===== config.mk =====
export PLATFORM = sky130hd
export DESIGN_NAME = rv_idu
export DESIGN_NICKNAME = d
export VERILOG_FILES = /design/src/design/rv_idu_pkg.sv /design/src/design/rv_opcode_decoder.sv /design/src/design/rv_decode_stage.sv /design/src/design/rv_operand_extract.sv /design/src/design/rv_idu.sv
export VERILOG_INCLUDE_DIRS = /design/src /design/src/design
export SDC_FILE = /design/constraint.sdc
export NUM_CORES = 1
export LEC_CHECK = 0
export BUFFER_PORTS_ARGS = -buffer_cell sky130_fd_sc_hd__buf_2
export CAP_MARGIN = 10
export CORE_MARGIN = 3
export CORE_UTILIZATION = 30
export CTS_BUF_LIST = sky130_fd_sc_hd__clkbuf_8
export CTS_CLUSTER_SIZE = 12
export DETAILED_ROUTE_END_ITERATION = 12
export GPL_ROUTABILITY_DRIVEN = 0
export SLEW_MARGIN = 20
export SYNTH_ARGS = -nofsm -noshare
export SYNTH_HDL_FRONTEND = slang
export SYNTH_HIERARCHICAL = 1
export SYNTH_SLANG_ARGS = --single-unit

===== constraint.sdc =====
create_clock -name clock -period 2.89 [get_ports clock]
set_input_delay 0.1445 -clock clock [delete_from_list [all_inputs] [get_ports clock]]
set_output_delay 0.1445 -clock clock [all_outputs]
set_load 0.005 [all_outputs]

===== src/design/rv_idu_params.svh =====
`ifndef RV_IDU_PARAMS_SVH
`define RV_IDU_PARAMS_SVH

// datapath and field widths.
`define XLEN       32
`define REG_ADDR_W 5
`define SEQ_W      16

//////////////////////////////////////////////////
// rv32i major opcodes, low two bits included.
//////////////////////////////////////////////////

`define OPC_LUI      7'b0110111
`define OPC_AUIPC    7'b0010111
`define OPC_JAL      7'b1101111
`define OPC_JALR     7'b1100111
`define OPC_BRANCH   7'b1100011
`define OPC_LOAD     7'b0000011
`define OPC_STORE    7'b0100011
`define OPC_OP_IMM   7'b0010011
`define OPC_OP       7'b0110011
`define OPC_MISC_MEM 7'b0001111
`define OPC_SYSTEM   7'b1110011

// funct7 values for the base and the alternate (sub, sra) encodings.
`define F7_BASE 7'b0000000
`define F7_ALT  7'b0100000

// system words are matched in full.
`define WORD_ECALL  32'h0000_0073
`define WORD_EBREAK 32'h0010_0073

`endif


===== src/design/rv_idu_pkg.sv =====
`include "rv_idu_params.svh"

package rv_idu_pkg;

   typedef logic [`XLEN-1:0]       word_t;
   typedef logic [`REG_ADDR_W-1:0] reg_addr_t;
   typedef logic [`SEQ_W-1:0]      seq_t;

   //////////////////////////////////////////////////
   // decoded operation.
   //////////////////////////////////////////////////

   typedef enum logic [5:0] {
      OP_ILLEGAL,
      // upper immediates and jumps.
      OP_LUI, OP_AUIPC, OP_JAL, OP_JALR,
      // branches.
      OP_BEQ, OP_BNE, OP_BLT, OP_BGE, OP_BLTU, OP_BGEU,
      // loads and stores.
      OP_LB, OP_LH, OP_LW, OP_LBU, OP_LHU,
      OP_SB, OP_SH, OP_SW,
      // register-immediate alu.
      OP_ADDI, OP_SLTI, OP_SLTIU, OP_XORI, OP_ORI, OP_ANDI,
      OP_SLLI, OP_SRLI, OP_SRAI,
      // register-register alu.
      OP_ADD, OP_SUB, OP_SLL, OP_SLT, OP_SLTU,
      OP_XOR, OP_SRL, OP_SRA, OP_OR, OP_AND,
      // ordering and environment.
      OP_FENCE, OP_ECALL, OP_EBREAK
   } op_e;

   // immediate layout of the word.
   typedef enum logic [2:0] {
      FMT_NONE,
      FMT_R,
      FMT_I,
      FMT_S,
      FMT_B,
      FMT_U,
      FMT_J
   } fmt_e;

endpackage


===== src/design/rv_opcode_decoder.sv =====
`include "rv_idu_params.svh"

module rv_opcode_decoder import rv_idu_pkg::*; (
   input  word_t ifu_data,
   output op_e   dec_op,
   output fmt_e  dec_fmt,
   output logic  dec_rd_used,
   output logic  dec_rs1_used,
   output logic  dec_rs2_used
);

   logic [2:0] funct3;
   logic [6:0] funct7;
   logic       no_regs;

   assign funct3 = ifu_data[14:12];
   assign funct7 = ifu_data[31:25];

   //////////////////////////////////////////////////
   // classification.
   //////////////////////////////////////////////////

   // every major opcode ends in 2'b11, so compressed words fall to default.
   always_comb begin
      dec_op = OP_ILLEGAL;
      case (ifu_data[6:0])
         `OPC_LUI:   dec_op = OP_LUI;
         `OPC_AUIPC: dec_op = OP_AUIPC;
         `OPC_JAL:   dec_op = OP_JAL;
         `OPC_JALR: begin
            if (funct3 == 3'b000) dec_op = OP_JALR;
         end
         `OPC_BRANCH: begin
            case (funct3)
               3'b000:  dec_op = OP_BEQ;
               3'b001:  dec_op = OP_BNE;
               3'b100:  dec_op = OP_BLT;
               3'b101:  dec_op = OP_BGE;
               3'b110:  dec_op = OP_BLTU;
               3'b111:  dec_op = OP_BGEU;
               default: dec_op = OP_ILLEGAL;
            endcase
         end
         `OPC_LOAD: begin
            case (funct3)
               3'b000:  dec_op = OP_LB;
               3'b001:  dec_op = OP_LH;
               3'b010:  dec_op = OP_LW;
               3'b100:  dec_op = OP_LBU;
               3'b101:  dec_op = OP_LHU;
               default: dec_op = OP_ILLEGAL;
            endcase
         end
         `OPC_STORE: begin
            case (funct3)
               3'b000:  dec_op = OP_SB;
               3'b001:  dec_op = OP_SH;
               3'b010:  dec_op = OP_SW;
               default: dec_op = OP_ILLEGAL;
            endcase
         end
         `OPC_OP_IMM: begin
            case (funct3)
               3'b000: dec_op = OP_ADDI;
               3'b010: dec_op = OP_SLTI;
               3'b011: dec_op = OP_SLTIU;
               3'b100: dec_op = OP_XORI;
               3'b110: dec_op = OP_ORI;
               3'b111: dec_op = OP_ANDI;
               // shift amounts sit in imm[4:0], so imm[11:5] acts as funct7.
               3'b001: begin
                  if (funct7 == `F7_BASE) dec_op = OP_SLLI;
               end
               default: begin
                  if (funct7 == `F7_BASE) dec_op = OP_SRLI;
                  else if (funct7 == `F7_ALT) dec_op = OP_SRAI;
               end
            endcase
         end
         `OPC_OP: begin
            if (funct7 == `F7_BASE) begin
               case (funct3)
                  3'b000:  dec_op = OP_ADD;
                  3'b001:  dec_op = OP_SLL;
                  3'b010:  dec_op = OP_SLT;
                  3'b011:  dec_op = OP_SLTU;
                  3'b100:  dec_op = OP_XOR;
                  3'b101:  dec_op = OP_SRL;
                  3'b110:  dec_op = OP_OR;
                  default: dec_op = OP_AND;
               endcase
            end else if (funct7 == `F7_ALT) begin
               if (funct3 == 3'b000) dec_op = OP_SUB;
               else if (funct3 == 3'b101) dec_op = OP_SRA;
            end
         end
         `OPC_MISC_MEM: begin
            if (funct3 == 3'b000) dec_op = OP_FENCE;
         end
         `OPC_SYSTEM: begin
            if (ifu_data == `WORD_ECALL) dec_op = OP_ECALL;
            else if (ifu_data == `WORD_EBREAK) dec_op = OP_EBREAK;
         end
         default: dec_op = OP_ILLEGAL;
      endcase
   end

   //////////////////////////////////////////////////
   // format and register use.
   //////////////////////////////////////////////////

   always_comb begin
      case (dec_op)
         OP_LUI, OP_AUIPC: dec_fmt = FMT_U;
         OP_JAL:           dec_fmt = FMT_J;
         OP_BEQ, OP_BNE, OP_BLT, OP_BGE, OP_BLTU, OP_BGEU: dec_fmt = FMT_B;
         OP_SB, OP_SH, OP_SW: dec_fmt = FMT_S;
         OP_ADD, OP_SUB, OP_SLL, OP_SLT, OP_SLTU,
         OP_XOR, OP_SRL, OP_SRA, OP_OR, OP_AND: dec_fmt = FMT_R;
         OP_ILLEGAL: dec_fmt = FMT_NONE;
         default:    dec_fmt = FMT_I;
      endcase
   end

   // fence and the system words carry no register operands.
   assign no_regs = dec_op inside {OP_FENCE, OP_ECALL, OP_EBREAK};

   assign dec_rd_used  = !no_regs && (dec_fmt inside {FMT_R, FMT_I, FMT_U, FMT_J});
   assign dec_rs1_used = !no_regs && (dec_fmt inside {FMT_R, FMT_I, FMT_S, FMT_B});
   assign dec_rs2_used = dec_fmt inside {FMT_R, FMT_S, FMT_B};

endmodule


===== src/design/rv_decode_stage.sv =====
module rv_decode_stage import rv_idu_pkg::*; (
   input  logic  clock,
   input  logic  reset,
   input  logic  ifu_vld,
   input  word_t ifu_addr,
   input  word_t ifu_data,
   input  op_e   dec_op,
   input  fmt_e  dec_fmt,
   input  logic  dec_rd_used,
   input  logic  dec_rs1_used,
   input  logic  dec_rs2_used,
   output logic  idu_vld,
   output seq_t  idu_seq,
   output word_t idu_addr,
   output word_t idu_data,
   output op_e   idu_op,
   output fmt_e  stg_fmt,
   output logic  idu_rd_used,
   output logic  idu_rs1_used,
   output logic  idu_rs2_used
);

   // valid strobe and sequence counter.
   // the counter doubles as the output tag, so the first strobe shows 1.
   always_ff @(posedge clock) begin
      if (reset) begin
         idu_vld <= 1'b0;
         idu_seq <= '0;
      end else begin
         idu_vld <= ifu_vld;
         if (ifu_vld) begin
            idu_seq <= idu_seq + seq_t'(1);
         end
      end
   end

   // decoded record, held between strobes.
   always_ff @(posedge clock) begin
      if (ifu_vld) begin
         idu_addr     <= ifu_addr;
         idu_data     <= ifu_data;
         idu_op       <= dec_op;
         stg_fmt      <= dec_fmt;
         idu_rd_used  <= dec_rd_used;
         idu_rs1_used <= dec_rs1_used;
         idu_rs2_used <= dec_rs2_used;
      end
   end

endmodule


===== src/design/rv_operand_extract.sv =====
module rv_operand_extract import rv_idu_pkg::*; (
   input  word_t     idu_data,
   input  fmt_e      stg_fmt,
   input  logic      idu_rd_used,
   input  logic      idu_rs1_used,
   input  logic      idu_rs2_used,
   output reg_addr_t idu_rd,
   output reg_addr_t idu_rs1,
   output reg_addr_t idu_rs2,
   output word_t     idu_immed
);

   word_t immed_i;
   word_t immed_s;
   word_t immed_b;
   word_t immed_u;
   word_t immed_j;

   //////////////////////////////////////////////////
   // register fields.
   //////////////////////////////////////////////////

   assign idu_rd  = idu_rd_used  ? idu_data[11:7]  : '0;
   assign idu_rs1 = idu_rs1_used ? idu_data[19:15] : '0;
   assign idu_rs2 = idu_rs2_used ? idu_data[24:20] : '0;

   //////////////////////////////////////////////////
   // immediates, sign taken from bit 31.
   //////////////////////////////////////////////////

   assign immed_i = {{20{idu_data[31]}}, idu_data[31:20]};
   assign immed_s = {{20{idu_data[31]}}, idu_data[31:25], idu_data[11:7]};
   assign immed_b = {{19{idu_data[31]}}, idu_data[31], idu_data[7],
                     idu_data[30:25], idu_data[11:8], 1'b0};
   assign immed_u = {idu_data[31:12], 12'd0};
   assign immed_j = {{11{idu_data[31]}}, idu_data[31], idu_data[19:12],
                     idu_data[20], idu_data[30:21], 1'b0};

   always_comb begin
      case (stg_fmt)
         FMT_I:   idu_immed = immed_i;
         FMT_S:   idu_immed = immed_s;
         FMT_B:   idu_immed = immed_b;
         FMT_U:   idu_immed = immed_u;
         FMT_J:   idu_immed = immed_j;
         // r-format and illegal words carry no immediate.
         default: idu_immed = '0;
      endcase
   end

endmodule


===== src/design/rv_idu.sv =====
module rv_idu import rv_idu_pkg::*; (
   input  logic      clock,
   input  logic      reset,
   input  logic      ifu_vld,
   input  word_t     ifu_addr,
   input  word_t     ifu_data,
   output logic      idu_vld,
   output seq_t      idu_seq,
   output word_t     idu_addr,
   output word_t     idu_data,
   output op_e       idu_op,
   output reg_addr_t idu_rd,
   output reg_addr_t idu_rs1,
   output reg_addr_t idu_rs2,
   output logic      idu_rd_used,
   output logic      idu_rs1_used,
   output logic      idu_rs2_used,
   output word_t     idu_immed
);

   op_e  dec_op;
   fmt_e dec_fmt;
   fmt_e stg_fmt;
   logic dec_rd_used;
   logic dec_rs1_used;
   logic dec_rs2_used;

   rv_opcode_decoder decoder0 (
      .ifu_data     (ifu_data),
      .dec_op       (dec_op),
      .dec_fmt      (dec_fmt),
      .dec_rd_used  (dec_rd_used),
      .dec_rs1_used (dec_rs1_used),
      .dec_rs2_used (dec_rs2_used)
   );

   rv_decode_stage stage0 (
      .clock        (clock),
      .reset        (reset),
      .ifu_vld      (ifu_vld),
      .ifu_addr     (ifu_addr),
      .ifu_data     (ifu_data),
      .dec_op       (dec_op),
      .dec_fmt      (dec_fmt),
      .dec_rd_used  (dec_rd_used),
      .dec_rs1_used (dec_rs1_used),
      .dec_rs2_used (dec_rs2_used),
      .idu_vld      (idu_vld),
      .idu_seq      (idu_seq),
      .idu_addr     (idu_addr),
      .idu_data     (idu_data),
      .idu_op       (idu_op),
      .stg_fmt      (stg_fmt),
      .idu_rd_used  (idu_rd_used),
      .idu_rs1_used (idu_rs1_used),
      .idu_rs2_used (idu_rs2_used)
   );

   // works on the registered word.
   rv_operand_extract extract0 (
      .idu_data     (idu_data),
      .stg_fmt      (stg_fmt),
      .idu_rd_used  (idu_rd_used),
      .idu_rs1_used (idu_rs1_used),
      .idu_rs2_used (idu_rs2_used),
      .idu_rd       (idu_rd),
      .idu_rs1      (idu_rs1),
      .idu_rs2      (idu_rs2),
      .idu_immed    (idu_immed)
   );

endmodule


# Word-level counts from Yosys, hierarchy flattened
# Memory sizes are Yosys's and may differ from the RTL's.
# Index checks and enable logic that the tools add are counted.
word_totals:
  register_bits: 93
  romBits: 192
  n_memories: 1
memory_table:
  columns: ["name", "depth", "word_bits", "read_ports", "rd_ports_with_merged_regs", "write_ports", "line", "source"]
  rows:
  - ["(name not given)", 64, 3, 1, 0, 0, "rv_opcode_decoder.sv:113", "case (dec_op)"]
op_classes:
  add_sub_neg: 1
  eq_ne: 35
  muxes: 21
  reduce_logical: 9
op_table:
  columns: ["op", "n"]
  rows:
  - ["32-bit one-hot mux with 5 select lines", 1]
  - ["6-bit one-hot mux with 7 select lines", 2]
  - ["6-bit one-hot mux with 11 select lines", 1]
  - ["6-bit 2-to-1 mux", 8]
  - ["32-bit by 21-bit equality test with 1-bit output (second input constant)", 1]
  - ["32-bit by 7-bit equality test with 1-bit output (second input constant)", 1]
  - ["3-bit equality test (second input constant)", 10]
  - ["7-bit by 6-bit equality test with 1-bit output (second input constant)", 4]
  - ["7-bit equality test (second input constant)", 4]
  - ["5-bit 2-to-1 mux", 5]
  - ["4-bit one-hot mux with 6 select lines", 1]
  - ["4-bit one-hot mux with 5 select lines", 1]
  - ["3-bit by 2-bit equality test with 1-bit output (second input constant)", 6]
  - ["6-bit equality test (second input constant)", 3]
  - ["16-bit by 1-bit adder with 16-bit output (second input constant)", 1]
  - ["5-bit one-hot mux with 3 select lines", 1]
  - ["7-bit by 5-bit equality test with 1-bit output (second input constant)", 2]
  - ["4-bit nonzero test", 2]
  - ["7-bit by 2-bit equality test with 1-bit output (second input constant)", 1]
  - ["7-bit by 4-bit equality test with 1-bit output (second input constant)", 1]
  - ["7-bit zero test", 1]
  - ["3-bit by 1-bit equality test with 1-bit output (second input constant)", 2]
  - ["3-bit nonzero test", 2]
  - ["3-bit zero test", 1]
  - ["3 further kinds", 4]

# Longest topological paths before layout
logic_depth:
  word_depth: 10
  mapped_depth: 16

# Cells and area by module
# The synthesis kept the hierarchy.
modules_own_cells:
  columns: ["mod", "n_inst", "cells_each", "area_each_um2", "seq_area_each_um2"]
  rows:
  - ["rv_decode_stage", 1, 162, 3084.2, 2622.5]
  - ["rv_opcode_decoder", 1, 156, 1012.2, 0.0]
  - ["rv_operand_extract", 1, 105, 753.2, 0.0]

# Worst setup path before layout
# Ideal clock, no wire load.
synth_timing:
  kind: "input to register"
  from: "in ifu_data[14]"
  to: "reg stage0.idu_rs1_used, data pin"
  setup_ns: 0.270
  arrival_time_ns: 2.765
  t_required_ns: 2.620
  slack_ns: -0.145
  stages: 14
  n_path_buf: 2
  path_cell_list: "clkbuf_1 > clkbuf_1 > a21oi_1 > or3_1 > o21ai_0 > o2111a_1 > inv_1 > ha_1 > or4_1 > o211ai_1 > nand3b_1 > ha_1 > a211oi_2 > a211oi_2"
synth_via:
  elab_chain_len: 10
  elab_cells_between_ends: 36
  cone_classes: "16 x eq/ne; 14 x mux; 5 x reduce/logical; 1 x memory"
synth_rtl:
  columns: ["item", "line", "source"]
  rows:
  - ["from (decl)", "rv_idu.sv:6", "input word_t ifu_data,"]
  - ["3-bit equality test", null, null]
  - ["6-bit 2-to-1 mux", "rv_opcode_decoder.sv:94", "else if (funct3 == 3'b101) dec_op = OP_SRA;"]
  - ["6-bit 2-to-1 mux", "rv_opcode_decoder.sv:93", "if (funct3 == 3'b000) dec_op = OP_SUB;"]
  - ["6-bit 2-to-1 mux", "rv_opcode_decoder.sv:92", "end else if (funct7 == `F7_ALT) begin"]
  - ["6-bit 2-to-1 mux", "rv_opcode_decoder.sv:81", "if (funct7 == `F7_BASE) begin"]
  - ["6-bit one-hot mux with 11 select lines *", "rv_opcode_decoder.sv:26", "case (ifu_data[6:0])"]
  - ["net dec_op[0]", "rv_idu.sv:21", "op_e dec_op;"]
  - ["memory read 64 x 3 bit or 6-bit equality test (tied branches)", null, null]
  - ["3-bit by 1-bit equality test with 1-bit output, or another cell as far along", "rv_opcode_decoder.sv:129", "assign dec_rs1_used = !no_regs && (dec_fmt inside {FMT_R, FMT_I, FMT_S, FMT_B});"]
  - ["4-bit nonzero test or 1-bit zero test (tied branches)", "rv_opcode_decoder.sv:129", null]
  - ["1-bit logical AND *", "rv_opcode_decoder.sv:129", null]
  - ["net dec_rs1_used", "rv_idu.sv:25", "logic dec_rs1_used;"]
  - ["to (signal assigned)", "rv_decode_stage.sv:45", "idu_rs1_used <= dec_rs1_used;"]
  - ["to (decl)", "rv_decode_stage.sv:19", "output logic idu_rs1_used,"]
# Mark *: on every way through the listed nets, which the timed path passes. The rest lies on a longest branch.
# A chain may end at the register's enable or synchronous reset.

# Final worst setup path
layout_timing:
  from: "in ifu_data[14]"
  to: "reg stage0.idu_rs1_used, data pin"
layout_via:
  elab_chain_len: 10
  elab_cells_between_ends: 36
  cone_classes: "16 x eq/ne; 14 x mux; 5 x reduce/logical; 1 x memory"
layout_rtl:
  columns: ["item", "line", "source"]
  rows:
  - ["3-bit equality test", null, null]
  - ["6-bit 2-to-1 mux", "rv_opcode_decoder.sv:94", null]
  - ["6-bit 2-to-1 mux", "rv_opcode_decoder.sv:93", null]
  - ["6-bit 2-to-1 mux", "rv_opcode_decoder.sv:92", null]
  - ["6-bit 2-to-1 mux", "rv_opcode_decoder.sv:81", null]
  - ["6-bit one-hot mux with 11 select lines *", "rv_opcode_decoder.sv:26", null]
  - ["net dec_op[0]", "rv_idu.sv:21", null]
  - ["memory read 64 x 3 bit *", null, null]
  - ["net dec_fmt[0]", "rv_idu.sv:22", "fmt_e dec_fmt;"]
  - ["3-bit by 1-bit equality test with 1-bit output, or another cell as far along", "rv_opcode_decoder.sv:129", null]
  - ["4-bit nonzero test *", "rv_opcode_decoder.sv:129", null]
  - ["1-bit logical AND *", "rv_opcode_decoder.sv:129", null]
  - ["net dec_rs1_used", "rv_idu.sv:25", null]
# Marks and branches as above.

==> impl_metrics.tcl <==
set metrics [dict create \
    avgSynthCellArea_um2 11.5 \
    wirelength_um 14800 \
    max_freq_mhz 368 \
    grt_pass1_vias 4392 \
    ys.warnings.count 6 \
    async_reset_ff_frac 0 \
    dpl.cell_count 857 \
    final.period_utilization 0.939 \
    ant_nets 0 \
    ir_drop_uv 250 \
    core_um2 15500 \
    synthCells 423 \
    synth_top_family_by_area "simple AND/OR/NAND/NOR gates" \
    crit_chain "buf_2 -> nor2_1 -> or4_1 -> a211oi_1 -> nor3_1 -> o2111a_1 -> inv_1 -> ha_2 -> or4_1 -> o211ai_1 -> and3b_2 -> ha_1 -> nor3_2 -> a211oi_2" \
    power.switching_uw 818 \
    fillers 1479 \
    comb_power_share 0.176 \
    path_common_cell "or4_1" \
    clockRootBuffer "clkbuf_8" \
    synth_top_area_cell "edfxtp_1" \
    intPower_mw 2.24 \
    synth_flop_cell "edfxtp_1" \
    groute.usage.overall 0.163 \
    synthAdderAreaFrac 0.0206 \
    first_pass_iters 5 \
    leakage_nw 3.11 \
    netlist.area_leader.share 0.471 \
    synth_nets 498 \
    utilization 0.457 \
    seqPwrFrac 0.532 \
    synth_xor_area_frac 0.0217 \
    max_cap_violations 0 \
    clkPwrFrac 0.292 \
    powerDensity_nw_per_um2 433 \
    crit_path_start_kind "primary input" \
    synth_top_cells_by_area "edfxtp_1 47%, dfxtp_1 7.0%, mux2i_1 2.5%, nor2_1 2.4%, nand3_1 2.3%" \
    grt-ovfl-total 0 \
    yosysSeqAreaShare 0.541 \
    setup_viol_count_final 0 \
    hold_viol 0 \
    hold_path_class "primary input to register" \
    io_pins 204 \
    die-width_um 133 \
    dieArea_um2 17700 \
    synthDistinctLibCells 70 \
    ys_ff_latch 93 \
    area_growth_pct 45.8 \
    grt_antenna_before_repair 0 \
    vias_per_cell 4.86 \
    pre_cts_slack_ps -203 \
    grt_pass1_wl_um 23200 \
    nets 783 \
    crit_arrival_ps 2920 \
    slew_headroom 0.272 \
    clkTransAtPathRegs_ps 80 \
    vias 4500 \
    status "finished clean" \
    rows 45 \
    slew_viol_final 0 \
    cp-end-kind "register" \
    synthMuxAreaShare 0.0294 \
    clkLatencyLatePin_ps 380 \
    critPathMaxFanout 14 \
    synth_compound_area_frac 0.101 \
    critPathSlowestCell "or4_1" \
    drive_above_1_share 0.414 \
    period_needed_ps 2710 \
    setup_ws_ps 176 \
    portBuffers 203 \
    cts.sinks 93 \
    tightestPinTransition_ps 1090 \
    synthSimpleGateAreaFrac 0.246 \
    grt_start_max_net_pins 45 \
    cts_tree "yes" \
    drtIter0Drc 254 \
    critPathKind "primary input to register" \
    synthTopCellsByCount "76 x edfxtp_1, 31 x nor2_1, 28 x nand2_1" \
    cpPeakStageDelay_ps 520 \
    crit_required_ps 3090 \
    syn_area_um2 4850 \
    fp.dieH_um 133 \
    clk_path_buf_depth 2 \
    dp_hpwl_um 11000 \
    h-tree-depth 3 \
    tns_ps 0 \
    total_power_mw 3.06 \
    synth-edff-count 76 \
    wl_per_cell_um 16.0 \
    synth_most_common_cell "edfxtp_1" \
    swShare 0.267 \
    fin_skew_ps 17.2 \
    cts-buffers-inserted 9 \
    initial_core_util 0.313 \
    drc 0 \
    finalNonFillerCells 925 \
]
-- cell type report --
cell class,instances,area (um2),share of cell area
flip-flops and latches,93,2620,0.371
multi-input cells,291,2050,0.290
repair buffers,303,1890,0.268
well taps,211,264,0.0373
clock buffers,9,124,0.0175
clock inverters,7,75.1,0.0106
inverters,10,37.5,0.00531
diodes,1,2.50,0.000354
-- logic make-up after synthesis --
kind of cell             after synthesis
adder cells (fa/ha/maj)                8
AO/OA/AOI/OAI                         66
buffers and inverters                 39
flip-flops                            93
multiplexers                          14
AND/OR/NAND/NOR                      191
XOR/XNOR                              12
-- final timing paths --
kind                                         start             endpoint  slack (ps)  cells after the start
worst max-delay path                  ifu_data[14]  stage0/idu_rs1_used         180                     14
worst max register to register   stage0/idu_seq[5]   stage0/idu_seq[14]        1170                      4
worst min-delay path                  ifu_data[20]  stage0/idu_data[20]          30                      1
worst min register to register  stage0/idu_seq[13]   stage0/idu_seq[13]         520                      2
-- layout by cell type (no fill, tap or decap), types with 5 or more instances in the layout --
cell / n
nand3_1: 22
xnor2_1: 8
nor2_1: 31
nand4b_1: 11
buf_4: 51
inv_1: 11
buf_2: 202
dfxtp_1: 17
a221o_1: 5
nand2_1: 28
nor3b_1: 7
nor3_1: 9
nand2b_1: 7
a21oi_1: 13
dlygate4sd3_1: 50
o21ai_0: 9
nor4_1: 8
nor2b_1: 8
mux2i_1: 12
and2_1: 17
ha_1: 6
o221ai_1: 8
edfxtp_1: 76
clkbuf_8: 9
-- metrics by stage --
step                      hold slack (ps)  instance area (um2)
final                                26.4                 7070
after global routing                 10.1                 7070
after CTS                            12.2                 7050
after detailed placement              323                 6350
after global placement                323                 6350
after floorplan                       243                 4870
-- routing by layer --
| metal | global-route usage | routed length [um] |
|---|---|---|
| met1 | 0.187 | 5880 |
| met2 | 0.289 | 7580 |
| met5 | 0 | 0 |
| met4 | 0.0486 | 235 |
| met3 | 0.0517 | 1070 |
-- what timing repair did --
item                                    in CTS  in global routing
gates resized for setup                      0                  2
hold buffers                                50                  0
endpoints found under the setup margin       0                  1
hold endpoints to repair                    50                  0
setup buffers                                0                  1
-- state kept, by name, indices dropped and copies added, names as in the netlist --
name                 cells
stage0/idu_rs2_used      1
stage0/idu_rs1_used      1
stage0/idu_op            6
stage0/idu_addr         32
stage0/idu_rd_used       1
stage0/stg_fmt           3
stage0/idu_seq          16
stage0/idu_vld           1
stage0/idu_data         32
-- power groups by stage --
stage / Combinational (mW) / Sequential (mW) / Clock, mW
after floorplan: 0.212 / 1.63 / 0
after global placement: 0.480 / 1.65 / 0
after detailed placement: 0.485 / 1.66 / 0
after CTS: 0.539 / 1.63 / 0.928
after global routing: 0.590 / 1.64 / 0.994
final: 0.539 / 1.63 / 0.893
-- critical path: cells and delay by family --
kind,cells,cell delay [ps]
simple gates,6,1400
compound gates,4,690
fa+ha+maj,2,390
buf+inv,2,270
Note: power is estimated with default switching activity, not from simulation.
